===== src/source/cache_cfg_pkg.sv =====
`default_nettype none

package cache_cfg_pkg;

    ////////////////////////////////////////////////////
    // Geometry
    ////////////////////////////////////////////////////

    parameter int ADDR_W = 32;
    parameter int SETS   = 64;
    parameter int LINE_W = 64;
    parameter int WORD_W = 32;
    parameter int AGE_W  = 3;

    // Address split: [ADDR_W-1:9] tag, [8:3] index, [2] word select.
    parameter int IDX_W   = 6;
    parameter int IDX_LSB = 3;
    parameter int TAG_LSB = IDX_LSB + IDX_W;
    parameter int TAG_W   = ADDR_W - TAG_LSB;

    ////////////////////////////////////////////////////
    // Types
    ////////////////////////////////////////////////////

    typedef logic [ADDR_W-1:0] addr_t;
    typedef logic [IDX_W-1:0]  index_t;
    typedef logic [TAG_W-1:0]  tag_t;
    typedef logic [LINE_W-1:0] line_t;
    typedef logic [WORD_W-1:0] word_t;

    typedef struct packed {
        tag_t tag;                                      // Valid bit is kept in flops.
    } tag_entry_t;

endpackage

`default_nettype wire


===== src/source/mem_bus_pkg.sv =====
`default_nettype none

package mem_bus_pkg;

    // Requester 0 is the fetch cache, requester 1 the data port.
    parameter int N_REQ = 2;

    ////////////////////////////////////////////////////
    // Shared memory bus
    ////////////////////////////////////////////////////

    typedef struct packed {
        logic                 rd;
        logic                 wr;
        cache_cfg_pkg::addr_t addr;                     // Always 8-byte aligned.
        cache_cfg_pkg::line_t wdata;
    } mem_req_t;

    typedef struct packed {
        logic                 valid;                    // One-cycle pulse.
        cache_cfg_pkg::line_t rdata;
    } mem_rsp_t;

endpackage

`default_nettype wire


===== src/source/data_port.sv =====
`timescale 1ns/1ps
`default_nettype none

module data_port (
    input  logic                  clk,
    input  logic                  i_arst_n,
    input  logic                  i_data_req,
    input  mem_bus_pkg::mem_req_t i_data_cmd,
    output logic                  o_data_busy,
    output mem_bus_pkg::mem_rsp_t o_data_rsp,
    output mem_bus_pkg::mem_req_t o_mem_req,
    input  mem_bus_pkg::mem_rsp_t i_mem_rsp
);

    import cache_cfg_pkg::*;
    import mem_bus_pkg::*;

    mem_req_t cmd_q;
    line_t    rdata_q;
    logic     pend_q;                                   // Memory transaction open.
    logic     rsp_vld_q;
    logic     accept;
    logic     done;

    // A command with neither rd nor wr is dropped.
    assign accept = i_data_req && !o_data_busy && (i_data_cmd.rd || i_data_cmd.wr);
    assign done   = pend_q && i_mem_rsp.valid;

    always_ff @(posedge clk or negedge i_arst_n) begin
        if (!i_arst_n) begin
            pend_q    <= 1'b0;
            rsp_vld_q <= 1'b0;
        end else begin
            rsp_vld_q <= done;
            if (accept) begin
                pend_q <= 1'b1;
            end else if (done) begin
                pend_q <= 1'b0;
            end
        end
    end

    always_ff @(posedge clk) begin
        if (accept) begin
            cmd_q <= i_data_cmd;
        end
        if (done) begin
            rdata_q <= cmd_q.wr ? '0 : i_mem_rsp.rdata;  // Writes answer with zero.
        end
    end

    always_comb begin
        o_mem_req    = cmd_q;
        o_mem_req.rd = pend_q && cmd_q.rd;
        o_mem_req.wr = pend_q && cmd_q.wr;
    end

    assign o_data_busy      = pend_q || rsp_vld_q;
    assign o_data_rsp.valid = rsp_vld_q;
    assign o_data_rsp.rdata = rdata_q;

endmodule

`default_nettype wire


===== config.mk =====
export PLATFORM = sky130hd
export DESIGN_NAME = data_port
export DESIGN_NICKNAME = d
export VERILOG_FILES = /design/src/source/cache_cfg_pkg.sv /design/src/source/mem_bus_pkg.sv /design/src/source/data_port.sv
export SDC_FILE = /design/constraint.sdc
export NUM_CORES = 1
export LEC_CHECK = 0
export BUFFER_PORTS_ARGS = -buffer_cell sky130_fd_sc_hd__clkbuf_2
export CAP_MARGIN = 10
export CORE_AREA = 2 2 128 130
export DETAILED_ROUTE_END_ITERATION = 8
export DIE_AREA = 0 0 130 132
export PLACE_DENSITY = 0.81
export SYNTH_ARGS = -nofsm -noshare
export SYNTH_HDL_FRONTEND = slang
export SYNTH_SLANG_ARGS = --single-unit

===== constraint.sdc =====
create_clock -name clk -period 6.6 [get_ports clk]
set_input_delay 0.66 -clock clk [delete_from_list [all_inputs] [get_ports clk]]
set_output_delay 0.66 -clock clk [all_outputs]
set_load 0.01 [all_outputs]

Yosys cells after proc, flatten, opt, wreduce, memory -nomap -nowiden
Index checks and enable logic that the tools add are counted.
Storage, ports and cells
  bits in registers: 164
  input port bits: 166
  output and inout bits: 164
  word-level logic and storage cells: 18
Cells by class
  multiplexer cells: 2
  reduce and logical (&&, ||, !) cells: 9
Operator list (number)
  $logic_and 1x1->1: 5
  $logic_or 1x1->1: 2
  $mux 1: 2
  $reduce_bool 2->1: 1
  $logic_not 1->1: 1

Depth between registers and ports, before layout
Gate-level depths: netlist of run 1.
  depth in word-level cells: 5
  depth in mapped cells: 3
  gate-level depth less buffers: 2

Worst setup path before layout of run 1
No wires, ideal clock.
  path type: input port to flip-flop
  start point: input i_data_cmd[96] in the netlist's numbering
  end point: register cmd_q[96] in the netlist's numbering, enable pin
  library setup time: 0.555 ns
  data arrival time: 4.849 ns
  data required time: 6.045 ns
  path slack: 1.196 ns
  cell stages on the path: 2
  buffers on the path: 0
  path through: o21ai_0 -> nor2_1
On the way
  cells in the longest elaborated chain, start to end: 2
RTL lines
  start, declared: line data_port.sv:8  | input mem_bus_pkg::mem_req_t i_data_cmd,
  $logic_or 1x1->1: line data_port.sv:26  | assign accept = i_data_req && !o_data_busy && (i_data_cmd.rd || i_data_cmd.wr);
  $logic_and 1x1->1: line data_port.sv:26
  via accept: line data_port.sv:22  | logic accept;
  end signal, assigned: line data_port.sv:45  | cmd_q <= i_data_cmd;
  end, declared: line data_port.sv:18  | mem_req_t cmd_q;
The timed path passes the listed nets, and every way through them passes these cells.
A chain may end at the register's enable or synchronous reset.

Worst setup path after layout of run 1
  start point: register pend_q
  end point: register cmd_q, in the netlist o_mem_req[92], enable pin
On the way
  cells in the longest elaborated chain, start to end: 4
RTL lines
  start, declared: line data_port.sv:20  | logic pend_q;
  start signal, assigned: line data_port.sv:31  | pend_q <= 1'b0;
  start signal, assigned: line data_port.sv:36  | pend_q <= 1'b1;
  start signal, assigned: line data_port.sv:38  | pend_q <= 1'b0;
  $logic_or 1x1->1: line data_port.sv:58  | assign o_data_busy = pend_q || rsp_vld_q;
  $logic_not 1->1: line data_port.sv:26
  $logic_and 1x1->1 (2 in a row): line data_port.sv:26
  via accept: line data_port.sv:22
The timed path passes the listed nets, and every way through them passes these cells.

==> results.tsv, run 1 <==
metric	value	unit
share_of_the_yosys_chip_area_belonging_to_registers	79.58	%
timing.hold.worst_path_depth	1	
io_pins	330	
port_buffers	329	
synth.top_cells.by_count	sky130_fd_sc_hd__edfxtp_1 (162), sky130_fd_sc_hd__buf_4 (98), sky130_fd_sc_hd__nor2b_1 (48)	
grt_start_max_net_pins	65	
number_of_global_route_vias_before_repair	3658	
synth-seq-cells	164	
power.share.combinational	9.4	%
yosysTopAreaCellShare	78.77	%
avgViaCountPerCell	4.234	
postRouteAntennaNets	0	
ir_drop_worst_case_vdd	0.1894	mV
synth_cell_type_count	14	
finalWirelength	13330	um
setup_viol	0	
globalRouteOverflowTotal	0	
clkTransAtPathRegs	70	ps
worstSetupPathType	register to register	
number_of_enable_flip_flop_cells_after_synthesis	162	
setup_total_neg_slack	0	ps
first_pass_grt_wire_length	19220	um
floorplan.die.height	132	um
layout_cell_share_with_drive_strength_beyond_1	63.23	%
initial_util	39.31	%
hpwlAfterDp	10160	um
finClkSkew	4.643	ps
worst-path-max-fanout	64	
report.final.hold_viol_count	0	
worst_skew_pair.late_latency	410	ps
synthesized_net_count	506	
worstHoldEndpoint	o_mem_req[48]	
grtUsageTotal	15.34	%
timing.final.ws_setup	3900	ps
timing_limited_maximum_frequency	370.4	MHz
max-slew-margin-rel	29.49	%
antenna_violations_before_repair	0	
ys_dominant_reg_cell	sky130_fd_sc_hd__edfxtp_1	
fin_crit_sh	40.91	%
core_area	15710	sq um
start_kind	register	
postCtsSetupBuffers	0	
drv_cap	0	
tritoncts	built	
cts_max_level	4	
timing.critical_path.required	6640	ps
outcome	finished clean	
drtPass1Iterations	4	
synthesis.yosys.warnings	0	
die_w	130	um
clock_sink_total	164	
postLayoutCoreUtil	50.82	%
synthMostInstantiatedCell	sky130_fd_sc_hd__edfxtp_1	
netlist_area	6176	sq um
netSwitchingPower	573.8	uW
count_of_mapped_cells_out_of_synthesis	340	
cts_buffer_depth	2	
cp.arrival	2740	ps
synth.largest_area_cell	sky130_fd_sc_hd__edfxtp_1	
cts-hold-fix-buffers	1	
grt_setup_unrepaired	no	
type_of_element_capturing_the_critical_path	register	
path_depth_of_the_worst_reg2reg_path	3	
worst_r2r_startpoint	pend_q	
ctsResizeCount	0	
hold_path_startpoint	i_data_cmd[48]	
power_per_cell_area	320.2	nW/um^2
synth_area_per_cell	18.16	sq um
num_antenna_cells	0	
route.detailed.wl_per_inst	16.32	um
pre_cts_worst_setup_slack	3600	ps
synth_area_leaders	sky130_fd_sc_hd__edfxtp_1 (79%), sky130_fd_sc_hd__buf_4 (12%), sky130_fd_sc_hd__nor2b_1 (4.9%)	
leakagePower	0.003416	uW
rows	46	
cts_made_buffers	17	
drc	0	
gp_congestion	0.7375	
worstMarginPinSlew	1055	ps
num_vias	3459	
period_minus_slack	2700	ps
power	2557	uW
final_max_slew_viol_count	0	
number_of_nets_in_the_final_layout	754	
async_reset_ff_share	1.220	%
syn_to_final_growth	29.30	%
r2r-end	o_mem_req[92]	
timing.hold.worst.class	primary input to register	
clockPowerShare	40.9	%
share_seq_of_total_power	49.6	%
switching_share	22.44	%
drt-initial-drc-count	201	
design.die.area	17160	sq um
timing.reg2reg.setup_slack	3900	ps
intPower	1983	uW
cts_root_buffer	sky130_fd_sc_hd__clkbuf_16	
[how the worst max path moves through the flow]
stage                         startpoint       endpoint  slack (ps)
after floorplan           i_data_cmd[96]      cmd_q[96]        1200
after global placement    i_data_cmd[96]  o_mem_req[30]        3730
after detailed placement  i_data_cmd[96]  o_mem_req[30]        3600
after CTS                         pend_q  o_mem_req[12]        3870
after global routing              pend_q  o_mem_req[87]        3690
final                             pend_q  o_mem_req[92]        3900
[cell usage in the layout (no fill, tap or decap)]
master                          Yosys  routed
sky130_fd_sc_hd__clkinvlp_4         0       1
sky130_fd_sc_hd__clkinv_4           0       2
sky130_fd_sc_hd__o22ai_1            1       1
sky130_fd_sc_hd__dfrtp_1            2       2
sky130_fd_sc_hd__inv_6              0       2
sky130_fd_sc_hd__nor2b_2           16      16
sky130_fd_sc_hd__clkbuf_2           0     329
sky130_fd_sc_hd__dlygate4sd3_1      0       1
sky130_fd_sc_hd__inv_8              0       2
sky130_fd_sc_hd__clkinv_1           0       2
sky130_fd_sc_hd__buf_4             98       3
sky130_fd_sc_hd__or2_1              1       1
sky130_fd_sc_hd__clkbuf_16          0      17
sky130_fd_sc_hd__nor2_4             0       1
sky130_fd_sc_hd__nor2b_1           48      48
sky130_fd_sc_hd__inv_1              1       1
sky130_fd_sc_hd__edfxtp_1         162     162
sky130_fd_sc_hd__clkinv_2           0       2
sky130_fd_sc_hd__and2_2             0       1
sky130_fd_sc_hd__o21ai_0            1       1
sky130_fd_sc_hd__bufinv_16          0       4
sky130_fd_sc_hd__and2_1             3       2
[routing by layer]
layer / GRT usage (%) / up-vias / share of wire, %
li1: - / 1593 / -
met3: 8.239 / 25 / 12
met4: 6.750 / 0 / 2.6
met1: 14.64 / 1634 / 34
met2: 26.88 / 207 / 51
met5: 0 / - / 0
[flip-flops by register name, summed over array words and instances, names as in the netlist]
name and cells:
rdata_q 64, rsp_vld_q 1, o_mem_req 96, pend_q 1, cmd_q 2
[area by class of cell]
class | instances | area [sq um]
sequential | 164 | 4915
clock buffer | 17 | 425.4
multi-input combinational | 71 | 489.2
tap | 216 | 270.3
timing repair buffer | 333 | 1679
fill | 1370 | 7727
inverter | 1 | 3.754
clock inverter | 15 | 202.7
[logic make-up after synthesis]
logic type,Yosys count,share of synthesized area (%)
buffers and inverters,105,12.64
AOI/OAI and AO/OA,2,0.1823
and+or+nand+nor,69,7.597
DFF,164,79.58
[stage by stage]
stage / cells / hold WS [ps] / cell area [sq um]
after CTS: 817 / 390.7 / 7985
after global placement: 784 / 453.1 / 7347
after detailed placement: 784 / 452.2 / 7347
after global routing: 817 / 390.7 / 7985
after floorplan: 340 / 364.4 / 6176
final: 817 / 415.2 / 7985
[worst max-delay path, stage by stage, from the launching register on]
cell and delay (ps):
sky130_fd_sc_hd__dfrtp_1 400, sky130_fd_sc_hd__or2_1 270, sky130_fd_sc_hd__nor2_4 820, sky130_fd_sc_hd__buf_4 760
[power groups by stage]
stage	clock network [uW]	logic [uW]	registers [uW]
floorplan	0	143	1310
global placement	0	240	1290
detailed placement	0	245	1290
CTS	1070	247	1270
global route	1110	264	1280
finish	1050	241	1270
(Power assumes the default switching activity.)
==> run 2: changes to the inputs <==
ABC_AREA = 1   (was not set)
CORE_AREA = 2 2 129 131   (was 2 2 128 130)
DIE_AREA = 0 0 131 133   (was 0 0 130 132)
clock period = 2.8 ns   (was 6.6 ns; I/O delays follow)
==> run 2 against run 1 <==
  * Count of clock-buffer cells in the layout up 1
  * Register-to-register slack got worse by 3000 ps
  * Clock skew up 1.8 ps
  * Critical path depth increased by 1
  * Cell count rose by 10%
  * Wire length fell by 3.2%
  * Worst hold slack got worse by 380 ps
  * Critical path type unchanged
  * Highest routed layer unchanged
==> results.tsv, run 2 <==
metric	value	unit
outcome	finished clean	
final_cell_mix	sky130_fd_sc_hd__clkbuf_2 (329), sky130_fd_sc_hd__edfxtp_1 (162), sky130_fd_sc_hd__inv_1 (70)	
timing.hold.worst.class	primary input to register	
cts_root_buffer	sky130_fd_sc_hd__clkbuf_16	
number_of_enable_flip_flop_cells_after_synthesis	162	
final_max_slew_viol_count	0	
avgViaCountPerCell	4.007	
synthesis.yosys.warnings	0	
rows	47	
port_buffers	329	
fin_crit_sh	68.65	%
num_antenna_cells	0	
gp_congestion	0.8181	
cts_buffer_depth	2	
antenna_violations_before_repair	0	
timing.critical_path.required	2960	ps
yosysTopAreaCellShare	77.74	%
syn_to_final_growth	28.33	%
start_kind	register	
grt_setup_unrepaired	no	
synth_area_per_cell	15.19	sq um
pre_cts_worst_setup_slack	867.1	ps
synthMostInstantiatedCell	sky130_fd_sc_hd__edfxtp_1	
ir_drop_worst_case_vdd	0.3577	mV
largest_register_ffs	96	
design.die.area	17420	sq um
drc	0	
synth-seq-cells	164	
globalRouteOverflowTotal	0	
hpwlAfterDp	9993	um
worstSetupPathType	register to register	
core_area	16170	sq um
io_pins	330	
ctsResizeCount	0	
synth.largest_area_cell	sky130_fd_sc_hd__edfxtp_1	
postCtsSetupBuffers	0	
clock_sink_total	164	
initial_util	38.69	%
async_reset_ff_share	1.220	%
worstMarginPinSlew	685.6	ps
period_minus_slack	1922	ps
ys_dominant_reg_cell	sky130_fd_sc_hd__edfxtp_1	
cts-hold-fix-buffers	1	
worst_skew_pair.late_latency	410	ps
drtPass1Iterations	6	
share_of_the_yosys_chip_area_belonging_to_registers	78.54	%
synthesized_net_count	578	
number_of_nets_in_the_final_layout	832	
synth.top_cells.by_count	sky130_fd_sc_hd__edfxtp_1 (162), sky130_fd_sc_hd__buf_4 (97), sky130_fd_sc_hd__inv_1 (72)	
num_vias	3602	
finalWirelength	12910	um
setup_total_neg_slack	0	ps
netlist_area	6257	sq um
synth_area_leaders	sky130_fd_sc_hd__edfxtp_1 (78%), sky130_fd_sc_hd__buf_4 (12%), sky130_fd_sc_hd__inv_1 (4.3%)	
die_w	131	um
report.final.hold_viol_count	0	
timing.final.ws_setup	877.9	ps
tritoncts	built	
finish.instance_area	8030	sq um
type_of_element_capturing_the_critical_path	register	
synth_cell_type_count	9	
fillers	1409	
number_of_global_route_vias_before_repair	3568	
grtUsageTotal	14.65	%
route.detailed.wl_per_inst	14.36	um
first_pass_grt_wire_length	18600	um
drv_cap	0	
cts_made_buffers	17	
drt-initial-drc-count	210	
worst-path-max-fanout	30	
placed_cell_area	7487	sq um
floorplan.die.height	133	um
postRouteAntennaNets	0	
layout_commonest_cell	sky130_fd_sc_hd__clkbuf_2	
power_per_cell_area	707.3	nW/um^2
cp.arrival	2080	ps
layout_cell_share_with_drive_strength_beyond_1	54.49	%
max-slew-margin-rel	54.20	%
timing_limited_maximum_frequency	520.3	MHz
clkTransAtPathRegs	70	ps
cts_max_level	4	
setup_viol	0	
count_of_mapped_cells_out_of_synthesis	412	
grt_start_max_net_pins	65	
leakagePower	0.003751	uW
finClkSkew	6.475	ps
==> run 2: changes by cell type in the layout (fill, tap and decap cells not counted), moves of 2 or more <==
cell | previous run | this run
sky130_fd_sc_hd__and2_1 | 2 | 0
sky130_fd_sc_hd__buf_12 | 0 | 3
sky130_fd_sc_hd__buf_4 | 3 | 6
sky130_fd_sc_hd__bufinv_16 | 4 | 0
sky130_fd_sc_hd__clkinvlp_4 | 1 | 6
sky130_fd_sc_hd__inv_1 | 1 | 70
sky130_fd_sc_hd__inv_6 | 2 | 5
sky130_fd_sc_hd__inv_8 | 2 | 0
sky130_fd_sc_hd__nand2_1 | 0 | 6
sky130_fd_sc_hd__nor2_1 | 0 | 65
sky130_fd_sc_hd__nor2b_1 | 48 | 0
sky130_fd_sc_hd__nor2b_2 | 16 | 0
==> run 2: metal layers <==
layer | vias to the layer above | part of all wire (%) | GRT usage [%]
li1 | 1748 | - | -
met1 | 1632 | 35 | 15.01
met2 | 209 | 51 | 24.67
met3 | 13 | 13 | 8.168
met4 | 0 | 1.6 | 5.674
met5 | - | 0 | 0
==> run 2: final timing paths <==
path                           startpoint            end  slack [ps]  cells after the start
max                                pend_q  o_mem_req[13]         880                      4
min                        i_data_cmd[36]  o_mem_req[36]          40                      1
max reg2reg                        pend_q  o_mem_req[13]         880                      4
min reg2reg                        pend_q         pend_q         600                      2
max in group asynchronous        i_arst_n      rsp_vld_q        2510                      2
min in group asynchronous        i_arst_n         pend_q         190                      2
==> run 2: stage by stage <==
step                      hold slack, ps  power (uW)  instances  utilization, %
after floorplan                   -15.59        3421        412               -
after global placement             68.77        3632        866           46.30
after detailed placement           71.08        3653        866           46.30
after global routing               9.696        5917        899           49.66
after CTS                          17.80        5751        899           49.66
final                              36.38        5680        899           49.66
==> run 2: kinds of logic after synthesis <==
| family | after synthesis | share of synthesized area, % |
|---|---|---|
| buffers and inverters | 176 | 17.12 |
| DFF | 164 | 78.54 |
| and+or+nand+nor | 72 | 4.339 |
==> run 2: layout make-up <==
type | instances | area [sq um] | share of cell area, %
Tap cell | 220 | 275.3 | 3.428
Multi-Input combinational cell | 72 | 271.5 | 3.381
Timing Repair Buffer | 339 | 1762 | 21.94
Clock inverter | 14 | 103.9 | 1.293
Clock buffer | 18 | 429.2 | 5.344
Inverter | 72 | 274.0 | 3.412
Sequential cell | 164 | 4915 | 61.20
==> run 2: report_power, final <==
part / switching [uW] / total [uW] / internal (uW) / leakage (uW)
sequential: 52.2 / 2990 / 2940 / 0.00154
combinational: 353 / 597 / 244 / 0.00196
clock: 951 / 2090 / 1140 / 0.000248
==> run 2: worst max-delay path, stage by stage (launching register included) <==
cell and delay, ps:
sky130_fd_sc_hd__dfrtp_1 400, sky130_fd_sc_hd__nor2_1 80, sky130_fd_sc_hd__nand3_1 160, sky130_fd_sc_hd__clkinvlp_4 580, sky130_fd_sc_hd__buf_12 420
